[src/include/sdram_defs.svh]
`ifndef SDRAM_DEFS_SVH
`define SDRAM_DEFS_SVH

// bus widths
`define SDRAM_DATA_WIDTH 32
`define SDRAM_ROW_WIDTH 11
`define SDRAM_COL_WIDTH 8
`define SDRAM_BANK_BITS 2

// burst length 1, cas latency 2, sequential
`define SDRAM_MODE_VALUE 'h20
`define SDRAM_CAS_LATENCY 2

// command spacing in clk cycles
`define SDRAM_TRCD 2
`define SDRAM_TRP 2
`define SDRAM_TRC 6
`define SDRAM_TWR_AP 4

`define SDRAM_INIT_WAIT 40
// kept short so refreshes show up in simulation
`define SDRAM_REFRESH_INTERVAL 200

`endif

[src/source/sdram_pkg.sv]
`default_nettype none

package sdram_pkg;

`include "sdram_defs.svh"

    typedef enum logic [2:0] {
        CMD_NOP,
        CMD_ACTIVATE,
        CMD_READ,
        CMD_WRITE,
        CMD_PRECHARGE_ALL,
        CMD_REFRESH,
        CMD_LOAD_MODE
    } sdram_cmd_t;

    // registered command bus as it leaves the chip
    typedef struct packed {
        logic                        ncs;
        logic                        nras;
        logic                        ncas;
        logic                        nwe;
        logic [`SDRAM_BANK_BITS-1:0] ba;
        logic [`SDRAM_ROW_WIDTH-1:0] address;
    } sdram_pins_t;

    typedef struct packed {
        logic [`SDRAM_BANK_BITS-1:0]    bank;
        logic [`SDRAM_ROW_WIDTH-1:0]    row;
        logic [`SDRAM_COL_WIDTH-1:0]    col;
        logic [`SDRAM_DATA_WIDTH-1:0]   wdata;
        logic [`SDRAM_DATA_WIDTH/8-1:0] nwr;
    } cpu_req_t;

    typedef enum logic [3:0] {
        ST_INIT_WAIT,
        ST_INIT_PRECHARGE,
        ST_INIT_REFRESH,
        ST_INIT_MODE,
        ST_IDLE,
        ST_REFRESH,
        ST_ACTIVATE_WAIT,
        ST_ACCESS,
        ST_READ_WAIT,
        ST_WRITE_RECOVER
    } seq_state_t;

endpackage

`default_nettype wire

[src/source/sdram_timer.sv]
`default_nettype none

`include "sdram_defs.svh"

module sdram_timer (
    input  wire       clk,
    input  wire       nreset,
    input  wire       timer_load,
    input  wire [7:0] timer_count,
    output logic      timer_done,
    input  wire       refresh_ack,
    output logic      refresh_due
);

    localparam int REF_W = $clog2(`SDRAM_REFRESH_INTERVAL);

    logic [7:0]       count;
    logic [REF_W-1:0] ref_count;

    // power-up delay runs straight out of reset
    always_ff @(posedge clk) begin
        if (!nreset) begin
            count <= 8'(`SDRAM_INIT_WAIT);
        end else if (timer_load) begin
            count <= timer_count;
        end else if (count != 8'd0) begin
            count <= count - 8'd1;
        end
    end

    assign timer_done = (count == 8'd0);

    always_ff @(posedge clk) begin
        if (!nreset) begin
            ref_count   <= '0;
            refresh_due <= 1'b0;
        end else begin
            if (refresh_ack) begin
                refresh_due <= 1'b0;
            end
            if (ref_count == REF_W'(`SDRAM_REFRESH_INTERVAL - 1)) begin
                ref_count   <= '0;
                refresh_due <= 1'b1;
            end else begin
                ref_count <= ref_count + 1'b1;
            end
        end
    end

    // the sequencer must let a gap run out before starting the next one
    assert property (@(posedge clk) disable iff (!nreset) timer_load |-> timer_done)
        else $error("timer reloaded while a command gap was still running");

endmodule

`default_nettype wire

[src/source/sdram_sequencer.sv]
`default_nettype none

`include "sdram_defs.svh"

module sdram_sequencer
    import sdram_pkg::*;
(
    input  wire        clk,
    input  wire        nreset,
    input  wire        cpu_req,
    input  wire        is_read,
    output logic       cpu_ack,
    output sdram_cmd_t cmd,
    output logic       timer_load,
    output logic [7:0] timer_count,
    input  wire        timer_done,
    input  wire        refresh_due,
    output logic       refresh_ack,
    output logic       read_issue,
    input  wire        data_ready
);

    // the timer counts down to zero, so each gap loads one less
    localparam logic [7:0] TRP_LOAD = 8'(`SDRAM_TRP - 1);
    localparam logic [7:0] TRC_LOAD = 8'(`SDRAM_TRC - 1);
    localparam logic [7:0] TWR_LOAD = 8'(`SDRAM_TWR_AP - 1);
    // ACCESS itself takes one of the tRCD cycles
    localparam logic [7:0] RCD_LOAD = 8'(`SDRAM_TRCD - 2);

    seq_state_t state;
    seq_state_t next_state;
    logic       init_ref_done;
    logic       write_ack;

    always_comb begin
        next_state  = state;
        cmd         = CMD_NOP;
        timer_load  = 1'b0;
        timer_count = '0;
        refresh_ack = 1'b0;
        read_issue  = 1'b0;
        case (state)
            ST_INIT_WAIT: begin
                if (timer_done) begin
                    cmd         = CMD_PRECHARGE_ALL;
                    timer_load  = 1'b1;
                    timer_count = TRP_LOAD;
                    next_state  = ST_INIT_PRECHARGE;
                end
            end
            ST_INIT_PRECHARGE: begin
                if (timer_done) begin
                    cmd         = CMD_REFRESH;
                    refresh_ack = 1'b1;
                    timer_load  = 1'b1;
                    timer_count = TRC_LOAD;
                    next_state  = ST_INIT_REFRESH;
                end
            end
            ST_INIT_REFRESH: begin
                if (timer_done && !init_ref_done) begin
                    cmd         = CMD_REFRESH;
                    refresh_ack = 1'b1;
                    timer_load  = 1'b1;
                    timer_count = TRC_LOAD;
                end else if (timer_done) begin
                    // mode register set time, same length as tRP here
                    cmd         = CMD_LOAD_MODE;
                    timer_load  = 1'b1;
                    timer_count = TRP_LOAD;
                    next_state  = ST_INIT_MODE;
                end
            end
            ST_INIT_MODE: begin
                if (timer_done) begin
                    next_state = ST_IDLE;
                end
            end
            ST_IDLE: begin
                // refresh wins over a waiting request
                if (timer_done && refresh_due) begin
                    cmd         = CMD_REFRESH;
                    refresh_ack = 1'b1;
                    timer_load  = 1'b1;
                    timer_count = TRC_LOAD;
                    next_state  = ST_REFRESH;
                end else if (timer_done && cpu_req && !cpu_ack) begin
                    cmd         = CMD_ACTIVATE;
                    timer_load  = 1'b1;
                    timer_count = RCD_LOAD;
                    next_state  = ST_ACTIVATE_WAIT;
                end
            end
            ST_REFRESH, ST_WRITE_RECOVER: begin
                if (timer_done) begin
                    next_state = ST_IDLE;
                end
            end
            ST_ACTIVATE_WAIT: begin
                if (timer_done) begin
                    next_state = ST_ACCESS;
                end
            end
            ST_ACCESS: begin
                if (is_read) begin
                    cmd        = CMD_READ;
                    read_issue = 1'b1;
                    next_state = ST_READ_WAIT;
                end else begin
                    cmd         = CMD_WRITE;
                    timer_load  = 1'b1;
                    timer_count = TWR_LOAD;
                    next_state  = ST_WRITE_RECOVER;
                end
            end
            ST_READ_WAIT: begin
                if (data_ready) begin
                    next_state = ST_IDLE;
                end
            end
            default: begin
                next_state = ST_INIT_WAIT;
            end
        endcase
    end

    always_ff @(posedge clk) begin
        if (!nreset) begin
            state         <= ST_INIT_WAIT;
            init_ref_done <= 1'b0;
            write_ack     <= 1'b0;
            cpu_ack       <= 1'b0;
        end else begin
            state     <= next_state;
            write_ack <= (state == ST_ACCESS) && !is_read;
            if (state == ST_INIT_REFRESH && timer_done) begin
                init_ref_done <= 1'b1;
            end
            // ack a write one cycle after the command so data is still held
            if (write_ack || data_ready) begin
                cpu_ack <= 1'b1;
            end else if (!cpu_req) begin
                cpu_ack <= 1'b0;
            end
        end
    end

    assert property (@(posedge clk) disable iff (!nreset) $rose(cpu_ack) |-> $past(cpu_req))
        else $error("cpu_ack raised with no request pending");

    // read data must come back while the read is still outstanding
    assert property (@(posedge clk) disable iff (!nreset)
        data_ready |-> (state == ST_READ_WAIT))
        else $error("read data returned outside of a read access");

endmodule

`default_nettype wire

[src/source/sdram_cmd_reg.sv]
`default_nettype none

`include "sdram_defs.svh"

module sdram_cmd_reg
    import sdram_pkg::*;
(
    input  wire                            clk,
    input  wire                            nreset,
    input  wire sdram_cmd_t                cmd,
    input  wire cpu_req_t                  req,
    output sdram_pins_t                    pins,
    output logic [`SDRAM_DATA_WIDTH-1:0]   sdram_data_out,
    output logic [`SDRAM_DATA_WIDTH/8-1:0] sdram_dqm
);

    localparam int NUM_BYTES = `SDRAM_DATA_WIDTH / 8;
    // A10 selects auto-precharge and precharge-all
    localparam int AP_BIT = 10;

    sdram_pins_t                 next_pins;
    logic [`SDRAM_BANK_BITS-1:0] act_bank;
    logic                        is_read;

    assign is_read        = (req.nwr == {NUM_BYTES{1'b1}});
    assign sdram_data_out = req.wdata;
    // dqm high on a read would blank the returned data
    assign sdram_dqm      = is_read ? '0 : req.nwr;

    always_comb begin
        next_pins     = pins;
        next_pins.ncs = 1'b0;
        case (cmd)
            CMD_ACTIVATE: begin
                {next_pins.nras, next_pins.ncas, next_pins.nwe} = 3'b011;
                next_pins.ba      = req.bank;
                next_pins.address = req.row;
            end
            CMD_READ, CMD_WRITE: begin
                {next_pins.nras, next_pins.ncas} = 2'b10;
                next_pins.nwe                    = (cmd == CMD_READ);
                next_pins.ba                     = req.bank;
                next_pins.address                = '0;
                next_pins.address[`SDRAM_COL_WIDTH-1:0] = req.col;
                next_pins.address[AP_BIT]        = 1'b1;
            end
            CMD_PRECHARGE_ALL: begin
                {next_pins.nras, next_pins.ncas, next_pins.nwe} = 3'b010;
                next_pins.address[AP_BIT] = 1'b1;
            end
            CMD_REFRESH: begin
                {next_pins.nras, next_pins.ncas, next_pins.nwe} = 3'b001;
            end
            CMD_LOAD_MODE: begin
                {next_pins.nras, next_pins.ncas, next_pins.nwe} = 3'b000;
                next_pins.ba      = '0;
                next_pins.address = `SDRAM_ROW_WIDTH'(`SDRAM_MODE_VALUE);
            end
            default: begin
                // deselect
                next_pins.ncs = 1'b1;
                {next_pins.nras, next_pins.ncas, next_pins.nwe} = 3'b111;
            end
        endcase
    end

    always_ff @(posedge clk) begin
        if (!nreset) begin
            pins <= '{ncs: 1'b1, nras: 1'b1, ncas: 1'b1, nwe: 1'b1, ba: '0, address: '0};
        end else begin
            pins <= next_pins;
        end
    end

    always_ff @(posedge clk) begin
        if (cmd == CMD_ACTIVATE) begin
            act_bank <= req.bank;
        end
    end

    assert property (@(posedge clk) disable iff (!nreset)
        (cmd == CMD_READ || cmd == CMD_WRITE) |-> req.bank == act_bank)
        else $error("column command to a bank that was not activated");

endmodule

`default_nettype wire

[src/source/sdram_read_capture.sv]
`default_nettype none

`include "sdram_defs.svh"

module sdram_read_capture (
    input  wire                          clk,
    input  wire                          nreset,
    input  wire                          read_issue,
    input  wire [`SDRAM_DATA_WIDTH-1:0]  sdram_data_in,
    output logic [`SDRAM_DATA_WIDTH-1:0] cpu_data_out,
    output logic                         data_ready
);

    // one stage for the command register, then CAS latency
    localparam int DEPTH = `SDRAM_CAS_LATENCY + 1;

    logic [DEPTH-1:0] strobe;

    always_ff @(posedge clk) begin
        if (!nreset) begin
            strobe <= '0;
        end else begin
            strobe <= {strobe[DEPTH-2:0], read_issue};
        end
    end

    assign data_ready = strobe[DEPTH-1];

    always_ff @(posedge clk) begin
        if (data_ready) begin
            cpu_data_out <= sdram_data_in;
        end
    end

endmodule

`default_nettype wire

[src/source/sdram_controller.sv]
`default_nettype none

`include "sdram_defs.svh"

module sdram_controller
    import sdram_pkg::*;
(
    input  wire                            clk,
    input  wire                            nreset,
    input  wire [`SDRAM_BANK_BITS+`SDRAM_ROW_WIDTH+`SDRAM_COL_WIDTH-1:0] cpu_address,
    input  wire [`SDRAM_DATA_WIDTH-1:0]    cpu_data_in,
    output logic [`SDRAM_DATA_WIDTH-1:0]   cpu_data_out,
    input  wire                            cpu_req,
    input  wire [`SDRAM_DATA_WIDTH/8-1:0]  cpu_nwr,
    output logic                           cpu_ack,
    output logic                           sdram_clk,
    output logic [`SDRAM_ROW_WIDTH-1:0]    sdram_address,
    output logic [`SDRAM_BANK_BITS-1:0]    sdram_ba,
    output logic                           sdram_ncs,
    output logic                           sdram_nras,
    output logic                           sdram_ncas,
    output logic                           sdram_nwe,
    input  wire [`SDRAM_DATA_WIDTH-1:0]    sdram_data_in,
    output logic [`SDRAM_DATA_WIDTH-1:0]   sdram_data_out,
    output logic [`SDRAM_DATA_WIDTH/8-1:0] sdram_dqm
);

    localparam int COL_W = `SDRAM_COL_WIDTH;
    localparam int ROW_HI = `SDRAM_COL_WIDTH + `SDRAM_ROW_WIDTH;
    localparam int ADDR_W = ROW_HI + `SDRAM_BANK_BITS;

    cpu_req_t    req;
    sdram_pins_t pins;
    sdram_cmd_t  cmd;
    logic        is_read;
    logic        timer_load;
    logic [7:0]  timer_count;
    logic        timer_done;
    logic        refresh_due;
    logic        refresh_ack;
    logic        read_issue;
    logic        data_ready;

    // address is bank, row, column from the top down
    assign req = '{
        bank:  cpu_address[ADDR_W-1:ROW_HI],
        row:   cpu_address[ROW_HI-1:COL_W],
        col:   cpu_address[COL_W-1:0],
        wdata: cpu_data_in,
        nwr:   cpu_nwr
    };

    assign is_read   = &cpu_nwr;
    assign sdram_clk = ~clk;

    assign sdram_ncs     = pins.ncs;
    assign sdram_nras    = pins.nras;
    assign sdram_ncas    = pins.ncas;
    assign sdram_nwe     = pins.nwe;
    assign sdram_ba      = pins.ba;
    assign sdram_address = pins.address;

    sdram_timer i_timer (
        .clk         (clk),
        .nreset      (nreset),
        .timer_load  (timer_load),
        .timer_count (timer_count),
        .timer_done  (timer_done),
        .refresh_ack (refresh_ack),
        .refresh_due (refresh_due)
    );

    sdram_sequencer i_sequencer (
        .clk         (clk),
        .nreset      (nreset),
        .cpu_req     (cpu_req),
        .is_read     (is_read),
        .cpu_ack     (cpu_ack),
        .cmd         (cmd),
        .timer_load  (timer_load),
        .timer_count (timer_count),
        .timer_done  (timer_done),
        .refresh_due (refresh_due),
        .refresh_ack (refresh_ack),
        .read_issue  (read_issue),
        .data_ready  (data_ready)
    );

    sdram_cmd_reg i_cmd_reg (
        .clk            (clk),
        .nreset         (nreset),
        .cmd            (cmd),
        .req            (req),
        .pins           (pins),
        .sdram_data_out (sdram_data_out),
        .sdram_dqm      (sdram_dqm)
    );

    sdram_read_capture i_read_capture (
        .clk           (clk),
        .nreset        (nreset),
        .read_issue    (read_issue),
        .sdram_data_in (sdram_data_in),
        .cpu_data_out  (cpu_data_out),
        .data_ready    (data_ready)
    );

endmodule

`default_nettype wire

[config.mk]
export PLATFORM = sky130hd
export DESIGN_NAME = sdram_controller
export DESIGN_NICKNAME = d
export VERILOG_FILES = /design/src/source/sdram_pkg.sv /design/src/source/sdram_timer.sv /design/src/source/sdram_sequencer.sv /design/src/source/sdram_cmd_reg.sv /design/src/source/sdram_read_capture.sv /design/src/source/sdram_controller.sv
export VERILOG_INCLUDE_DIRS = /design/src /design/src/include
export SDC_FILE = /design/constraint.sdc
export NUM_CORES = 1
export LEC_CHECK = 0
export BUFFER_PORTS_ARGS = -buffer_cell sky130_fd_sc_hd__buf_2
export CAP_MARGIN = 40
export CELL_PAD_IN_SITES_DETAIL_PLACEMENT = 1
export CELL_PAD_IN_SITES_GLOBAL_PLACEMENT = 1
export CORE_MARGIN = 2
export CORE_UTILIZATION = 35
export DETAILED_ROUTE_END_ITERATION = 7
export PLACE_DENSITY_LB_ADDON = 0.1
export SLEW_MARGIN = 20
export SYNTH_ARGS = -nofsm -noshare
export SYNTH_HDL_FRONTEND = slang
export SYNTH_SLANG_ARGS = --single-unit
[constraint.sdc]
create_clock -name clk -period 6.2 [get_ports clk]
set_input_delay 0.62 -clock clk [delete_from_list [all_inputs] [get_ports clk]]
set_output_delay 0.62 -clock clk [all_outputs]
set_load 0.02 [all_outputs]
==> flow_metrics.tcl <==
set metrics [dict create \
    outcome "complete, no violations" \
    r2r-start "i_timer.count[0]" \
    dp_slack_ns 2.312 \
    synth_area_leaders "edfxtp_1 28%, dfxtp_1 26%, buf_4 7.0%" \
    drt_iter0_drc 68 \
    syn_area_per_cell_um2 10.40 \
    wl_per_cell_um 15.88 \
    synth_top_area_frac 0.2793 \
    dp_hpwl_um 6350 \
    first_global_vias 2558 \
    synth_common_cells "44 x dfxtp_1, 35 x nand2_1, 32 x buf_4, 32 x edfxtp_1, 20 x nor2_1" \
    crit_arrival_ns 3.63 \
    nNetsFinal 505 \
    cts_resized 0 \
    die_x_um 103.2 \
    tritoncts "built" \
    setup-tns-final_ns 0 \
    drive_gt1_frac 0.3446 \
    cp-startpoint "clk" \
    rows 36 \
    netlist_area_mm2 0.003441 \
    synth_top_area_cell "edfxtp_1" \
    ant_nets 0 \
    numCtsBuffers 9 \
    synth-warning-count 0 \
    synth-async-reset-ratio 0 \
    overflow 0 \
    dp.cells 531 \
    synth_cells 331 \
    end_kind "output pin" \
    fp.coreArea_mm2 0.009639 \
    syn_nets 426 \
    grt_pass1_wl_um 13040 \
    worstHoldStart "sdram_data_in[25]" \
    maxSlewViolCount 0 \
    clk_latency_ns 0.35 \
    gp_congestion 0.8147 \
    cts-htree-levels 3 \
    synth-edff-count 32 \
    instances_no_fill 548 \
    clock_skew_ns 0.01316 \
    fill_cells 1153 \
    path_max_fanout 15 \
    setup_viol 0 \
    dieArea_mm2 0.01064 \
    dr_total_vias 2690 \
    drv_cap 0 \
    hold_violations 0 \
    area_growth_pct 19.42 \
    grt_max_degree 39 \
    hold_class "in -> reg" \
    post_cts_buffers 0 \
    power_leakage_nw 1.733 \
    worstMarginPinSlew_ns 0.8192 \
    cp-start-kind "clock port" \
    required_ns 5.58 \
    cts_root_buffer "clkbuf_8" \
    antenna_found_initial 0 \
    start_util 0.3570 \
    dr.pass1.iters 4 \
    num_antenna_cells 0 \
    rsz0062_at_grt "false" \
    critical_path_class "clk -> out" \
    wl_um 8701 \
    yosysMostFrequentCell "dfxtp_1" \
    grt_usage 0.1591 \
    power_density_mw_per_mm2 261.2 \
    io_pins 179 \
    synth_flop_cell "dfxtp_1" \
    cts_buffer_depth 2 \
    slew_headroom 0.4488 \
    viasPerCell 4.909 \
    io_buffers 114 \
    drcViolationCount 0 \
    ir_drop_uv 94.65 \
    holdBufCountCts 0 \
    fin_ws_ns 1.947 \
    synthDistinctLibCells 57 \
    ys_ff_latch 76 \
    dieHeight_um 103.2 \
    clk_pin_slew_ns 0.09 \
    yosysSeqAreaShare 0.5353 \
]
## area by class of cell
type / instances / area [um2] / share of cell area
sequential: 76 / 1842 / 0.4482
multi-input combinational: 191 / 1230 / 0.2993
timing repair buffer: 115 / 588.1 / 0.1431
clock buffer: 12 / 178.9 / 0.04354
tap: 133 / 166.4 / 0.04050
inverter: 15 / 56.30 / 0.01370
clock inverter: 6 / 47.55 / 0.01157
## where the power goes
part	internal [mW]	switching, mW
clock	0.207	0.220
combinational	0.0481	0.0480
sequential	0.532	0.0185
total	0.787	0.286
## through the flow
step / hold WS [ns] / area [um2] / utilization / power [mW]
after detailed placement: 0.4253 / 3876 / 0.4021 / 0.6757
after floorplan: 0.4119 / 3441 / - / 0.6621
final: 0.4391 / 4109 / 0.4263 / 1.073
after CTS: 0.4247 / 4094 / 0.4247 / 1.088
after global routing: 0.4159 / 4109 / 0.4263 / 1.125
after global placement: 0.4180 / 3876 / 0.4021 / 0.6737
## per-layer routing
layer | GRT usage | part of all wire
met3 | 0.04136 | 0.069
met1 | 0.2120 | 0.45
met4 | 0.05972 | 0.024
met2 | 0.2493 | 0.46
met5 | 0 | 0
## cell families (layout without fill, tap and decap cells)
family,Yosys count,after routing,synth area share
xor+xnor,10,10,0.02545
flops,76,76,0.5353
mux,11,11,0.03200
compound gates,48,48,0.1022
buf+inv,64,148,0.1073
fa+ha+maj,3,3,0.01091
simple gates,119,119,0.1869
## registers in the layout, indices dropped and copies added (netlist names)
register                     cells
i_read_capture.cpu_data_out     32
i_cmd_reg.pins                  17
i_timer.count                    8
i_timer.ref_count                8
i_sequencer.state                4
i_read_capture.strobe            3
i_sequencer.cpu_ack              1
i_sequencer.init_ref_done        1
i_sequencer.write_ack            1
i_timer.refresh_due              1
## final timing paths
check,slack (ns),endpoint,depth (start not counted)
worst max-delay path,1.95,sdram_clk,4
worst min-delay path,0.44,i_read_capture.cpu_data_out[25],1
worst max register to register,3.50,i_cmd_reg.pins[9],7
worst min register to register,0.44,i_read_capture.strobe[1],1
## worst max-delay path: stages
cell and delay, ns:
clkbuf_8 0.15, clkbuf_8 0.17, inv_1 0.05, buf_2 0.15
## layout by cell type (no fill, tap or decap), drive strengths merged, types with 5 or more instances in the layout
master  Yosys  layout
nand2      35      35
mux2i      11      11
o31ai       9       9
nor4        5       5
nor4b       5       5
clkbuf     14      11
inv        16      21
nand3      11      11
a21oi      10      10
xor2        6       6
nor3        6       6
dfxtp      44      44
nand2b      7       7
edfxtp     32      32
buf        34     116
nor2       21      21
and2        7       7
(Power assumes the default switching activity.)
